<file path="src/verilog/lsu_pkg.sv">
`default_nettype none

package lsu_pkg;

  // --------------------------------------------------
  // Widths
  // --------------------------------------------------
  localparam int unsigned data_width = 32;
  localparam int unsigned op_width   = 3;
  localparam int unsigned lane_count = 4;

  // --------------------------------------------------
  // Operation codes
  // --------------------------------------------------
  localparam logic [op_width-1:0] op_byte   = 3'd0;
  localparam logic [op_width-1:0] op_half   = 3'd1;
  localparam logic [op_width-1:0] op_word   = 3'd2;
  localparam logic [op_width-1:0] op_byte_u = 3'd4;  // Bit 2 set means zero extend
  localparam logic [op_width-1:0] op_half_u = 3'd5;

  // Access lengths in bytes
  localparam logic [2:0] len_byte = 3'd1;
  localparam logic [2:0] len_half = 3'd2;
  localparam logic [2:0] len_word = 3'd4;

  function automatic logic [2:0] op_len(input logic [op_width-1:0] op);
    logic [2:0] len;
    case (op)
      op_byte, op_byte_u: len = len_byte;
      op_half, op_half_u: len = len_half;
      op_word:            len = len_word;
      default:            len = len_word;
    endcase
    return len;
  endfunction

endpackage

`default_nettype wire

</file>
<file path="src/verilog/lsu_cmd_split.sv">
`timescale 1ns/10ps
`default_nettype none

module lsu_cmd_split (
  input  logic                           clk,
  input  logic                           rest,
  input  logic [lsu_pkg::data_width-1:0] addr,
  input  logic [lsu_pkg::data_width-1:0] wdata,
  input  logic [lsu_pkg::op_width-1:0]   op,
  input  logic                           read,
  input  logic                           write,
  input  logic                           avl_request_ready,
  output logic                           split,
  output logic                           cmd_done,
  output logic [lsu_pkg::data_width-1:0] avl_address,
  output logic                           avl_read,
  output logic                           avl_write,
  output logic [lsu_pkg::lane_count-1:0] avl_byte_en,
  output logic [lsu_pkg::data_width-1:0] avl_write_data
);

  logic [2:0]                             len;
  logic [1:0]                             offset;
  logic [lsu_pkg::lane_count-1:0]         base_be;
  logic [2*lsu_pkg::data_width-1:0]       data_wide;
  logic [2*lsu_pkg::lane_count-1:0]       be_wide;
  logic [lsu_pkg::data_width-1:0]         word_addr [2];
  logic                                   sent;
  logic                                   sel;
  logic                                   word_valid;
  logic                                   fire;

  assign len    = lsu_pkg::op_len(op);
  assign offset = addr[1:0];
  assign split  = ({1'b0, offset} + len) > lsu_pkg::len_word;  // Access runs past the word

  // --------------------------------------------------
  // Word addresses and lane placement
  // --------------------------------------------------
  assign word_addr[0] = {addr[lsu_pkg::data_width-1:2], 2'b00};
  assign word_addr[1] = word_addr[0] + lsu_pkg::data_width'(lsu_pkg::lane_count);

  always_comb begin
    case (len)
      lsu_pkg::len_byte: base_be = 4'b0001;
      lsu_pkg::len_half: base_be = 4'b0011;
      default:           base_be = 4'b1111;
    endcase
  end

  // Low half feeds the first word, high half spills into the second
  assign data_wide = {{lsu_pkg::data_width{1'b0}}, wdata} << {offset, 3'b000};
  assign be_wide   = {{lsu_pkg::lane_count{1'b0}}, base_be} << offset;

  // --------------------------------------------------
  // Command sequencing
  // --------------------------------------------------
  assign sel        = sent;                      // First word always goes first
  assign word_valid = sel ? split : 1'b1;

  assign avl_read       = read && word_valid;
  assign avl_write      = write && word_valid;
  assign avl_address    = word_addr[sel];
  assign avl_byte_en    = sel ? be_wide[2*lsu_pkg::lane_count-1:lsu_pkg::lane_count]
                              : be_wide[lsu_pkg::lane_count-1:0];
  assign avl_write_data = sel ? data_wide[2*lsu_pkg::data_width-1:lsu_pkg::data_width]
                              : data_wide[lsu_pkg::data_width-1:0];

  assign fire     = (avl_read || avl_write) && avl_request_ready;
  assign cmd_done = fire && (sel || !split);     // Last needed command accepted

  always_ff @(posedge clk or negedge rest) begin
    if (!rest) begin
      sent <= 1'b0;
    end else begin
      if (cmd_done) begin
        sent <= 1'b0;                            // Ready for the next access at once
      end else if (fire) begin
        sent <= 1'b1;
      end
    end
  end

endmodule

`default_nettype wire

</file>
<file path="src/verilog/lsu_rsp_merge.sv">
`timescale 1ns/10ps
`default_nettype none

module lsu_rsp_merge (
  input  logic                           clk,
  input  logic                           rest,
  input  logic                           start,
  input  logic [1:0]                     offset,
  input  logic [lsu_pkg::op_width-1:0]   op,
  input  logic                           split,
  input  logic [lsu_pkg::data_width-1:0] avl_read_data,
  input  logic                           avl_read_data_valid,
  output logic                           load_done,
  output logic [lsu_pkg::data_width-1:0] load_data
);

  logic [1:0]                       beat_cnt;
  logic [1:0]                       beats_needed;
  logic                             last_beat;
  logic [2*lsu_pkg::data_width-1:0] asm_q;
  logic [lsu_pkg::data_width-1:0]   shifted;
  logic [2:0]                       len;
  logic                             fill;

  assign beats_needed = split ? 2'd2 : 2'd1;
  assign last_beat    = avl_read_data_valid && ((beat_cnt + 2'd1) == beats_needed);

  always_ff @(posedge clk or negedge rest) begin
    if (!rest) begin
      beat_cnt  <= 2'd0;
      load_done <= 1'b0;
    end else begin
      load_done <= last_beat;                    // One cycle after the final beat
      if (start) begin
        beat_cnt <= 2'd0;
      end else if (avl_read_data_valid) begin
        beat_cnt <= beat_cnt + 2'd1;
      end
    end
  end

  // Low word first, the second beat fills the upper half
  always_ff @(posedge clk) begin
    if (avl_read_data_valid) begin
      if (beat_cnt == 2'd0) begin
        asm_q[lsu_pkg::data_width-1:0] <= avl_read_data;
      end else begin
        asm_q[2*lsu_pkg::data_width-1:lsu_pkg::data_width] <= avl_read_data;
      end
    end
  end

  // --------------------------------------------------
  // Alignment and extension
  // --------------------------------------------------
  assign shifted = lsu_pkg::data_width'(asm_q >> {offset, 3'b000});
  assign len     = lsu_pkg::op_len(op);

  always_comb begin
    fill = 1'b0;
    case (len)
      lsu_pkg::len_byte: begin
        fill      = shifted[7] && !op[2];
        load_data = {{(lsu_pkg::data_width-8){fill}}, shifted[7:0]};
      end
      lsu_pkg::len_half: begin
        fill      = shifted[15] && !op[2];
        load_data = {{(lsu_pkg::data_width-16){fill}}, shifted[15:0]};
      end
      default: load_data = shifted;
    endcase
  end

endmodule

`default_nettype wire

</file>
<file path="src/verilog/lsu_ctrl.sv">
`timescale 1ns/10ps
`default_nettype none

module lsu_ctrl (
  input  logic                           clk,
  input  logic                           rest,
  input  logic                           req_valid,
  input  logic [lsu_pkg::data_width-1:0] req_addr,
  input  logic [lsu_pkg::data_width-1:0] req_wdata,
  input  logic                           req_write,
  input  logic [lsu_pkg::op_width-1:0]   req_op,
  input  logic                           rsp_ready,
  input  logic                           cmd_done,
  input  logic                           load_done,
  input  logic [lsu_pkg::data_width-1:0] load_data,
  output logic                           req_ready,
  output logic                           rsp_valid,
  output logic [lsu_pkg::data_width-1:0] rsp_rdata,
  output logic                           start,
  output logic [lsu_pkg::data_width-1:0] addr,
  output logic [lsu_pkg::data_width-1:0] wdata,
  output logic [lsu_pkg::op_width-1:0]   op,
  output logic                           read,
  output logic                           write
);

  typedef enum logic [1:0] {st_idle, st_issue, st_respond} state_t;

  state_t                         state;
  logic                           write_q;
  logic                           cmd_fin;
  logic                           load_fin;
  logic                           cmd_ok;
  logic                           load_ok;
  logic [lsu_pkg::data_width-1:0] rdata_q;

  assign req_ready = (state == st_idle);
  assign start     = req_valid && req_ready;
  assign rsp_valid = (state == st_respond);
  assign rsp_rdata = rdata_q;

  // Commands stay up until the splitter reports the last one taken
  assign read  = (state == st_issue) && !write_q && !cmd_fin;
  assign write = (state == st_issue) && write_q && !cmd_fin;

  assign cmd_ok  = cmd_fin || cmd_done;
  assign load_ok = write_q || load_fin || load_done;  // Stores need no read data

  always_ff @(posedge clk or negedge rest) begin
    if (!rest) begin
      state    <= st_idle;
      cmd_fin  <= 1'b0;
      load_fin <= 1'b0;
    end else begin
      case (state)
        st_idle: begin
          if (start) begin
            state    <= st_issue;
            cmd_fin  <= 1'b0;
            load_fin <= 1'b0;
          end
        end
        st_issue: begin
          if (cmd_done) cmd_fin <= 1'b1;
          if (load_done) load_fin <= 1'b1;
          if (cmd_ok && load_ok) state <= st_respond;
        end
        st_respond: begin
          if (rsp_ready) state <= st_idle;
        end
        default: state <= st_idle;
      endcase
    end
  end

  always_ff @(posedge clk) begin
    if (start) begin
      addr    <= req_addr;
      wdata   <= req_wdata;
      op      <= req_op;
      write_q <= req_write;
      rdata_q <= '0;
    end else if (load_done) begin
      rdata_q <= load_data;
    end
  end

endmodule

`default_nettype wire

</file>
<file path="src/verilog/lsu_top.sv">
`timescale 1ns/10ps
`default_nettype none

module lsu_top (
  input  logic                           clk,
  input  logic                           rest,
  input  logic                           req_valid,
  output logic                           req_ready,
  input  logic [lsu_pkg::data_width-1:0] req_addr,
  input  logic [lsu_pkg::data_width-1:0] req_wdata,
  input  logic                           req_write,
  input  logic [lsu_pkg::op_width-1:0]   req_op,
  output logic                           rsp_valid,
  input  logic                           rsp_ready,
  output logic [lsu_pkg::data_width-1:0] rsp_rdata,
  output logic [lsu_pkg::data_width-1:0] avl_address,
  output logic                           avl_read,
  output logic                           avl_write,
  output logic [lsu_pkg::lane_count-1:0] avl_byte_en,
  output logic [lsu_pkg::data_width-1:0] avl_write_data,
  input  logic                           avl_request_ready,
  input  logic [lsu_pkg::data_width-1:0] avl_read_data,
  input  logic                           avl_read_data_valid
);

  // --------------------------------------------------
  // Held request and handshake wires
  // --------------------------------------------------
  logic [lsu_pkg::data_width-1:0] hold_addr;
  logic [lsu_pkg::data_width-1:0] hold_wdata;
  logic [lsu_pkg::op_width-1:0]   hold_op;
  logic                           cmd_read;
  logic                           cmd_write;
  logic                           start;
  logic                           split;
  logic                           cmd_done;
  logic                           load_done;
  logic [lsu_pkg::data_width-1:0] load_data;

  lsu_ctrl u_ctrl (
    .clk       (clk),
    .rest      (rest),
    .req_valid (req_valid),
    .req_addr  (req_addr),
    .req_wdata (req_wdata),
    .req_write (req_write),
    .req_op    (req_op),
    .rsp_ready (rsp_ready),
    .cmd_done  (cmd_done),
    .load_done (load_done),
    .load_data (load_data),
    .req_ready (req_ready),
    .rsp_valid (rsp_valid),
    .rsp_rdata (rsp_rdata),
    .start     (start),
    .addr      (hold_addr),
    .wdata     (hold_wdata),
    .op        (hold_op),
    .read      (cmd_read),
    .write     (cmd_write)
  );

  lsu_cmd_split u_cmd_split (
    .clk               (clk),
    .rest              (rest),
    .addr              (hold_addr),
    .wdata             (hold_wdata),
    .op                (hold_op),
    .read              (cmd_read),
    .write             (cmd_write),
    .avl_request_ready (avl_request_ready),
    .split             (split),
    .cmd_done          (cmd_done),
    .avl_address       (avl_address),
    .avl_read          (avl_read),
    .avl_write         (avl_write),
    .avl_byte_en       (avl_byte_en),
    .avl_write_data    (avl_write_data)
  );

  lsu_rsp_merge u_rsp_merge (
    .clk                 (clk),
    .rest                (rest),
    .start               (start),
    .offset              (hold_addr[1:0]),
    .op                  (hold_op),
    .split               (split),
    .avl_read_data       (avl_read_data),
    .avl_read_data_valid (avl_read_data_valid),
    .load_done           (load_done),
    .load_data           (load_data)
  );

endmodule

`default_nettype wire

</file>
<file path="config.mk">
export PLATFORM = sky130hd
export DESIGN_NAME = lsu_top
export DESIGN_NICKNAME = d
export VERILOG_FILES = /design/src/verilog/lsu_pkg.sv /design/src/verilog/lsu_cmd_split.sv /design/src/verilog/lsu_rsp_merge.sv /design/src/verilog/lsu_ctrl.sv /design/src/verilog/lsu_top.sv
export SDC_FILE = /design/constraint.sdc
export NUM_CORES = 1
export LEC_CHECK = 0
export ABC_AREA = 1
export BUFFER_PORTS_ARGS = -buffer_cell sky130_fd_sc_hd__buf_2
export CAP_MARGIN = 10
export CORE_ASPECT_RATIO = 1.25
export CORE_UTILIZATION = 44
export CTS_CLUSTER_SIZE = 12
export DETAILED_ROUTE_END_ITERATION = 7
export GPL_ROUTABILITY_DRIVEN = 0
export PLACE_DENSITY = 0.71
export SLEW_MARGIN = 20
export SYNTH_ARGS = -nofsm -noshare
export SYNTH_HDL_FRONTEND = slang
export SYNTH_SLANG_ARGS = --single-unit
</file>
<file path="constraint.sdc">
create_clock -name clk -period 2.16 [get_ports clk]
set_input_delay 0 -clock clk [delete_from_list [all_inputs] [get_ports clk]]
set_output_delay 0 -clock clk [all_outputs]
set_load 0.02 [all_outputs]
</file>
* After elaboration in Yosys (flattened, before gate mapping)
Cells that the tools add are included.
Cells by class: bitwise gates (word level) 2, equality and inequality tests 13, shift operators 3, add/subtract/negate cells 3, multiplexer cells 23, reductions and logical operators 35, magnitude comparators 2
Operators by type and width (count):
- two-way mux 32 bit | 4
- case mux 32 bit (2 select lines) | 1
- left shift 32 x 5 -> 64 bit | 1
- right shift 64 x 5 -> 32 bit | 1
- adder 32 x 3 -> 32 bit, second input constant | 1
- logical AND 1 bit | 13
- two-way mux 2 bit | 6
- AND reduction 3 bit | 3
- case mux 4 bit (2 select lines) | 1
- left shift 4 x 2 -> 8 bit | 1
- == test 3 x 1 -> 1 bit, second input constant | 2
- == test 3 bit, second input constant | 2
- two-way mux 1 bit | 6
- != test 2 x 1 -> 1 bit, second input constant | 3
- case mux 2 bit (3 select lines) | 1
- case mux 3 bit (2 select lines) | 1
- nonzero test 2 bit | 3
- logical OR 1 bit | 5
- logical NOT 1 bit | 4
- logical NOT 2 bit | 2
- two-way mux 4 bit | 1
- != test 2 bit, second input constant | 2
- case mux 1 bit (2 select lines) | 2
- AND reduction 2 bit | 2
- 12 further kinds | 13
Storage, ports and cells: register bits after elaboration 172

* Depth between registers and ports, before layout
Gate-level depths: netlist (run 1).
depth after elaboration 14, depth in mapped cells 16

* Cells and area by module
From an unflattened synthesis (run 1), not the netlist that was laid out.
Second synthesis, totals: cell total of the unflattened synthesis 954, area total of the unflattened synthesis 8468.1 um^2
By module, submodules not included:
- lsu_ctrl | cells each 305, times used 1, seq. area each 2782.7 um^2, area an instance 3595.9 um^2
- lsu_rsp_merge | cells each 315, times used 1, seq. area each 1756.7 um^2, area an instance 3069.2 um^2
- lsu_cmd_split | cells each 334, times used 1, seq. area each 25.0 um^2, area an instance 1803.0 um^2

* Least setup slack after synthesis (run 1)
OpenSTA, ideal clock, no wires.
kind reg-to-reg, from register u_ctrl.state[0], to register u_ctrl.addr[0] in the netlist's numbering, enable pin, slack -0.280 ns, cell stages (with the launch flop) 5, arrival 2.042 ns, buffers on the path 1, period minus slack after synthesis 2.440 ns, path through dfrtp_1 -> nor2_1 -> nand2_1 -> inv_1 -> buf_2
Between the ends: cells in the longest elaborated chain, start to end 2
Ends and longest elaborated chain:
- start, declared | RTL line lsu_ctrl.sv:29 | state_t state;
- start signal, assigned | RTL line lsu_ctrl.sv:51 | state <= st_idle;
- start signal, assigned | RTL line lsu_ctrl.sv:58 | state <= st_issue;
- start signal, assigned | RTL line lsu_ctrl.sv:66 | if (cmd_ok && load_ok) state <= st_respond;
- logical NOT 2 bit | RTL line lsu_ctrl.sv:37 | assign req_ready = (state == st_idle);
- via req_ready | RTL line lsu_top.sv:8 | output logic req_ready,
- logical AND 1 bit | RTL line lsu_ctrl.sv:38 | assign start = req_valid && req_ready;
- via start | RTL line lsu_top.sv:34 | logic start;
- end signal, assigned | RTL line lsu_ctrl.sv:78 | addr <= req_addr;
- end, declared | RTL line lsu_ctrl.sv:20 | output logic [lsu_pkg::data_width-1:0] addr,
The timed path passes the listed nets, and every way through them passes these cells. A chain may end at the register's enable or synchronous reset.

* Final worst setup path (run 1)
from register u_ctrl.op[1] in the netlist's numbering, to output avl_read
Between the ends: cells in the longest elaborated chain, start to end 7, elaborated cells on any way between the ends 11, classes of those cells 1 x add/sub; 1 x order compare; 3 x eq/ne; 2 x mux; 4 x reduce/logical
Ends and longest elaborated chain:
- start, declared | RTL line lsu_ctrl.sv:22 | output logic [lsu_pkg::op_width-1:0] op,
- start signal, assigned | RTL line lsu_ctrl.sv:80 | op <= req_op;
- == test 3 x 1 -> 1 bit, or another cell as far along | RTL line lsu_pkg.sv:28 | case (op)
- OR reduction 2 bit | RTL line lsu_pkg.sv:28
- case mux 3 bit (2 select lines) (*) | RTL line lsu_pkg.sv:28
- adder 2 x 3 -> 3 bit (*) | RTL line lsu_cmd_split.sv:35 | assign split = ({1'b0, offset} + len) > lsu_pkg::len_word;
- greater-than comparator 3 bit (*) | RTL line lsu_cmd_split.sv:35
- two-way mux 1 bit (*) | RTL line lsu_cmd_split.sv:59 | assign word_valid = sel ? split : 1'b1;
- logical AND 1 bit (*) | RTL line lsu_cmd_split.sv:61 | assign avl_read = read && word_valid;
- end, declared | RTL line lsu_top.sv:17 | output logic avl_read,
Mark *: on every way between the ends. The rest lies on a longest branch, timed or not.

==> flow_summary.ini, run 1 <==
[critical_path]
r2r-end = u_ctrl.state[0]
worst_ep_required_time_ns = 2.16
worstReg2RegStart = u_ctrl.op[1]
worstSetupStartpoint = u_ctrl.op[1]
path_class = flop to output port
crit_chain = nor2_2 -> inv_2 -> ha_4 -> inv_2 -> nand2_2 -> fa_2 -> nand2_2 -> nand3_2 -> nand2_2 -> inv_2 -> nor3_2 -> buf_4
cp_max_fo = 3
max_stage_delay_ns = 0.52
end_kind = output port
ff2ff_path_depth = 16
arrival_ns = 2.41
r2r_setup_slack_ns = -0.22
cp_slowest_cell = fa_2
cp-start-kind = flop

[clock_tree]
cts.clk_slew.worst_paths_ns = 0.07
cts_buffer_depth = 2
cts_num_sinks = 164
cts_tree = done
clockRootBuffer = clkbuf_16
numCtsBuffers = 17
htree_levels = 4
clk_latency_ns = 0.44

[floorplan]
die_h_um = 154
dieArea_sq_mm = 0.0189
start_util_pct = 44.9
placementRows = 55
ios = 210
core_sq_mm = 0.0180
fp.dieW_um = 123

[pwr]
leakage_nw = 5.13
switching_power_mw = 5.51
p_per_area_mw_per_mm2 = 1190
pwr-share-comb_pct = 43.3
p_sw_share_pct = 40.5
vdd_drop_max_mv = 0.733
intPower_mw = 8.10
power_frac_clock_pct = 21.0
sequentialPowerShare_pct = 35.7

[final_layout]
fillers = 1445
syn2layout_area_growth_pct = 41.6
layout-drive-gt1-share_pct = 28.1
stdcell_area_sq_mm = 0.0115
diodes = 0
nets = 1348

[global_route]
antenna_found_initial = 0
grt_use_total_pct = 23.8
first_global_vias = 7218
overflow = 0
grt_max_degree = 45
grt_first_pass_wirelength_um = 34500

[run_status]
status = finished with violations
violations = setup timing

[synth]
ys_ff_latch = 164
synth_cell_types = 40
synth_seq_area_share_pct = 56.4
syn_avg_cell_area_sq_um = 9.12
syn-cell-area_sq_mm = 0.00809
synth_enable_flop_cells = 124
synth-main-ff-cell = edfxtp_1
yosysWarnings = 0
async_reset_ff_share_pct = 4.88
netlist_instances = 887

[job]
maxCapViolCount = 0

[timing]
fin_crit_ns = 2.41
setup_viol = 7
rsz0062_at_grt = true
fin_ws_ns = -0.249
hold_viol = 0
finalHoldWorstSlack_ns = 0.0570
slew_viol_final = 0
period_share_pct = 112
fmax_mhz = 415
fin_skew_ns = 0.00804

[drt]
drt_wl_total_um = 22500
vias = 7420
avgRoutedWirePerCell_um = 15.3
first_pass_iters = 5
ant_nets = 0
route.detailed.drc = 0
drt_iter0_drc = 538
avgViaCountPerCell = 5.03

[placement]
hpwl_um = 15000
placed_cell_area_sq_mm = 0.00949
port_buffers = 207

[min_path]
hold_path_class = input pin to flop
min_to = u_ctrl.state[1]
hp-start = req_valid
whs_path_depth = 5
==> Yosys cell counts (14+ instances only) <==
master	instances	area, sq um
nand3_1	47	235
o221ai_1	17	149
nand2_1	219	822
dfxtp_1	32	641
nor2_1	135	507
o211ai_1	14	105
edfxtp_1	124	3720
o21ai_0	41	205
inv_1	78	293
buf_2	17	85.1
o21ai_1	15	75.1
o22ai_1	16	100
mux2i_1	16	160
==> cell usage in the layout, fill, tap and decap left out, types with 17 or more instances in the layout <==
master	n
nor2_1	126
clkbuf_16	18
nand2_1	213
buf_2	202
edfxtp_1	124
buf_4	49
inv_1	71
o21ai_0	37
dlygate4sd3_1	105
o221ai_1	17
dfxtp_1	32
nand3_1	43
==> timing repair <==
item	4_1_cts	5_1_grt
hold buffers	105	0
setup endpoints to repair	10	41
pin swaps	9	12
setup buffers	9	14
resized for setup	31	28
endpoints found under the hold margin	138	0
cloned	0	1
==> per-layer routing <==
metal	GRT usage, %	wire, um	up-vias
met2	42.1	11500	256
met1	27.6	9110	3455
met5	0	0	-
met4	10.9	684	0
li1	-	-	3666
met3	4.15	1180	43
==> cell families after synthesis <==
kind of cell | after synthesis | synth area share (%)
fa+ha+maj | 8 | 1.33
simple gates | 442 | 22.7
xor+xnor | 22 | 2.38
other cells | 1 | 0.0464
compound gates | 111 | 8.45
flops | 164 | 56.4
buf+inv | 123 | 6.67
mux | 16 | 1.98
==> worst max path at each step <==
stage / endpoint / slack, ns / cells past startpoint
2_1_floorplan: u_ctrl.state[0] / 0.007 / 14
3_3_place_gp: u_ctrl.state[0] / 0.01 / 14
3_5_place_dp: u_ctrl.state[0] / -0.05 / 14
4_1_cts: avl_read / -0.17 / 12
5_1_grt: avl_read / -0.36 / 12
6_report: avl_read / -0.25 / 12
==> worst max-delay path, delay by kind of cell (launching register included) <==
family / cells / cell delay [ns]
buf+inv: 4 / 0.35
fa+ha+maj: 2 / 0.68
flops: 1 / 0.45
simple gates: 6 / 0.47
==> power groups by stage <==
stage | logic [mW] | registers (mW) | clock network [mW]
floorplan | 3.22 | 5.09 | 0
global placement | 5.17 | 4.89 | 0
detailed placement | 5.26 | 4.91 | 0
CTS | 5.65 | 4.85 | 2.89
global route | 6.45 | 4.94 | 3.02
finish | 5.90 | 4.85 | 2.86
==> layout make-up <==
| cell class | instances | area, sq um | share of cell area (%) |
|---|---|---|---|
| clock buffers | 20 | 458 | 4.00 |
| clock inverters | 12 | 95.1 | 0.830 |
| inverters | 83 | 318 | 2.78 |
| multi-input cells | 602 | 3150 | 27.5 |
| flip-flops and latches | 164 | 4570 | 39.9 |
| well taps | 228 | 285 | 2.49 |
| repair buffers | 366 | 2580 | 22.5 |
==> stage by stage <==
step                power [mW]  TNS [ns]  cells  setup WS (ns)  utilization (%)
floorplan                 8.31         0    888        0.00701                -
global placement          10.1         0   1316         0.0142             52.6
detailed placement        10.2   -0.0557   1316        -0.0461             52.6
CTS                       13.4    -0.470   1462         -0.173             62.5
global route              14.4     -2.04   1475         -0.357             63.5
finish                    13.6     -1.31   1475         -0.249             63.5
==> state kept, by name, indices dropped and copies added, names as in the netlist <==
signal and flops:
u_cmd_split.sel 1, u_ctrl.addr 32, u_ctrl.cmd_fin 1, u_ctrl.load_fin 1
u_ctrl.op 3, u_ctrl.rsp_rdata 32, u_ctrl.state 2, u_ctrl.wdata 32
u_ctrl.write_q 1, u_rsp_merge.asm_q 56, u_rsp_merge.beat_cnt 2, u_rsp_merge.load_done 1
Power figures use the tool's default switching activity.
==> inputs of run 2 (changes only) <==
--- a/config.mk
+++ b/config.mk
@@ -7,7 +7,7 @@
 export LEC_CHECK = 0
 export ABC_AREA = 1
 export BUFFER_PORTS_ARGS = -buffer_cell sky130_fd_sc_hd__buf_2
-export CAP_MARGIN = 10
+export CAP_MARGIN = 5
 export CORE_ASPECT_RATIO = 1.25
 export CORE_UTILIZATION = 44
 export CTS_CLUSTER_SIZE = 12
==> constraint.sdc (replaced) <==
create_clock -name clk -period 2 [get_ports clk]
set_input_delay 0 -clock clk [delete_from_list [all_inputs] [get_ports clk]]
set_output_delay 0 -clock clk [all_outputs]
set_load 0.02 [all_outputs]
==> run 2 against run 1 <==
Against the previous run:
- the run still ends with setup timing left
- sequential cell count is the same
- sequential power is 9.7% higher
- register-to-register slack got worse by 0.08 ns
- total power rose by 14%
- cell count up 0.61%
- clock skew grew 0.0026 ns
- sequential share of layout area shrank 2.1 points
- combinational power grew 14%
- via count up 2.6%
- largest power group unchanged
==> flow_summary.ini, run 2 (same netlist as run 1, synthesis figures left out) <==
[critical_path]
path_class = flop to output port
r2r_setup_slack_ns = -0.30
worst_ep_required_time_ns = 2.00
end_kind = output port
arrival_ns = 2.40
cp-start-kind = flop
ff2ff_path_depth = 16
worstReg2RegStart = u_ctrl.op[1]
cp_max_fo = 3
r2r-end = u_ctrl.state[0]

[clock_tree]
cts_buffer_depth = 2
htree_levels = 4
clk_latency_ns = 0.43
cts.clk_slew.worst_paths_ns = 0.07
clockRootBuffer = clkbuf_16
cts_tree = done
numCtsBuffers = 17
cts_num_sinks = 164

[timing]
hold_viol = 0
period_share_pct = 120
slew-limit-headroom_pct = 56.3
fin_skew_ns = 0.0107
slew_viol_final = 0
fin_ws_ns = -0.405
rsz0062_at_grt = true
setup_viol = 12
fin_crit_ns = 2.40
fmax_mhz = 416
totalNegativeSetupSlack_ns = -1.90
tightest_slew_ns = 0.655

[min_path]
hp-start = req_addr[8]
hold_path_class = input pin to flop
min_to = u_ctrl.addr[8]
whs_path_depth = 2

[global_route]
gr-usage-met2_pct = 41.5
met3_usage_pct = 4.15
grt_use_total_pct = 24.0
grt_first_pass_wirelength_um = 35000
antenna_found_initial = 0
grt_max_degree = 62
first_global_vias = 7101
overflow = 0
grt_use_met1_pct = 28.4
busiest_layer = met2

[pwr]
vdd_drop_max_mv = 0.693
power_mw = 15.5
leakage_nw = 5.35
p_per_area_mw_per_mm2 = 1280

[floorplan]
ios = 210
start_util_pct = 44.9
dieArea_sq_mm = 0.0189
die_h_um = 154
core_sq_mm = 0.0180
fp.dieW_um = 123
placementRows = 55

[drt]
ant_nets = 0
drt_wl_total_um = 24100
vias = 7612
first_pass_iters = 5
avgRoutedWirePerCell_um = 16.2
avgViaCountPerCell = 5.13
route.detailed.drc = 0
drt_iter0_drc = 504

[run_status]
violations = setup timing
status = finished with violations

[final_layout]
fillers = 1341
diodes = 0
syn2layout_area_growth_pct = 49.3
layout-drive-gt1-share_pct = 31.6
top_register = u_rsp_merge.asm_q
nets = 1357
final_cell_mix = nand2_1 (207), buf_2 (186), edfxtp_1 (124), nor2_1 (116), dlygate4sd3_1 (106)
largest_reg_flops = 56
mostFrequentLayoutCell = nand2_1

[job]
maxCapViolCount = 0

[placement]
port_buffers = 207
hpwl_um = 14400
[run 2: changes by cell type in the layout (fill, tap and decap cells not counted), moves of 6 or more]
| cell | previous run | this run |
|---|---|---|
| buf_6 | 5 | 12 |
| nand3_1 | 43 | 37 |
| buf_2 | 202 | 186 |
| nor2_4 | 4 | 16 |
| nor2_1 | 126 | 116 |
| nand2_1 | 213 | 207 |
| buf_4 | 49 | 57 |
[run 2: area by class of cell]
cell class,count,area (sq um),share of cell area [%]
clock buffers,17,425,3.52
clock inverters,15,190,1.57
inverters,83,347,2.87
multi-input cells,602,3400,28.2
flip-flops and latches,164,4570,37.8
well taps,228,285,2.36
repair buffers,375,2860,23.7
[run 2: worst max-delay path by stage]
stage | from | end | slack [ns]
floorplan | u_ctrl.op[1] | u_ctrl.state[0] | -0.03
global placement | u_ctrl.op[1] | u_ctrl.state[0] | -0.02
detailed placement | u_ctrl.op[1] | u_ctrl.state[0] | -0.07
CTS | u_ctrl.op[1] | avl_read | -0.43
global route | u_ctrl.op[1] | avl_read | -0.52
finish | u_ctrl.op[1] | avl_read | -0.40
[run 2: per-stage QoR]
stage,cell area [sq um],util [%],setup WS [ns],std cells,hold slack [ns]
after floorplan,8130,-,-0.0281,888,-0.296
after global placement,9470,52.5,-0.0184,1310,-0.146
after detailed placement,9470,52.5,-0.0656,1310,-0.145
after CTS,11400,63.4,-0.430,1464,0.260
after global routing,12100,67.0,-0.522,1484,0.270
final,12100,67.0,-0.405,1484,0.281
[run 2: layer usage]
layer  wire length (um)  share of wire, %
met5                  0                 0
met4                924               3.8
met3               1410               5.8
met2              12400                51
met1               9380                39
[run 2: critical path: stages, from the launching register on]
cell and delay [ns]:
edfxtp_1 0.47, nor2_2 0.17, inv_2 0.08, ha_4 0.17, inv_2 0.05, nand2_2 0.05
fa_2 0.53, nand2_2 0.06, nand3_2 0.07, nand2_2 0.06, inv_2 0.07, nor3_2 0.04
buf_4 0.16
[run 2: repair_timing]
item | CTS | global route
endpoints found under the hold margin | 138 | 0
pin swaps | 16 | 27
setup endpoints to repair | 62 | 66
gates resized for setup | 38 | 113
buffers inserted | 14 | 20
hold buffers | 106 | 0
cloned | 2 | 3
[run 2: where the power goes]
part | internal [mW] | total [mW] | switching, mW
sequential | 4.71 | 5.32 | 0.613
clock | 1.91 | 3.39 | 1.49
combinational | 2.61 | 6.75 | 4.14
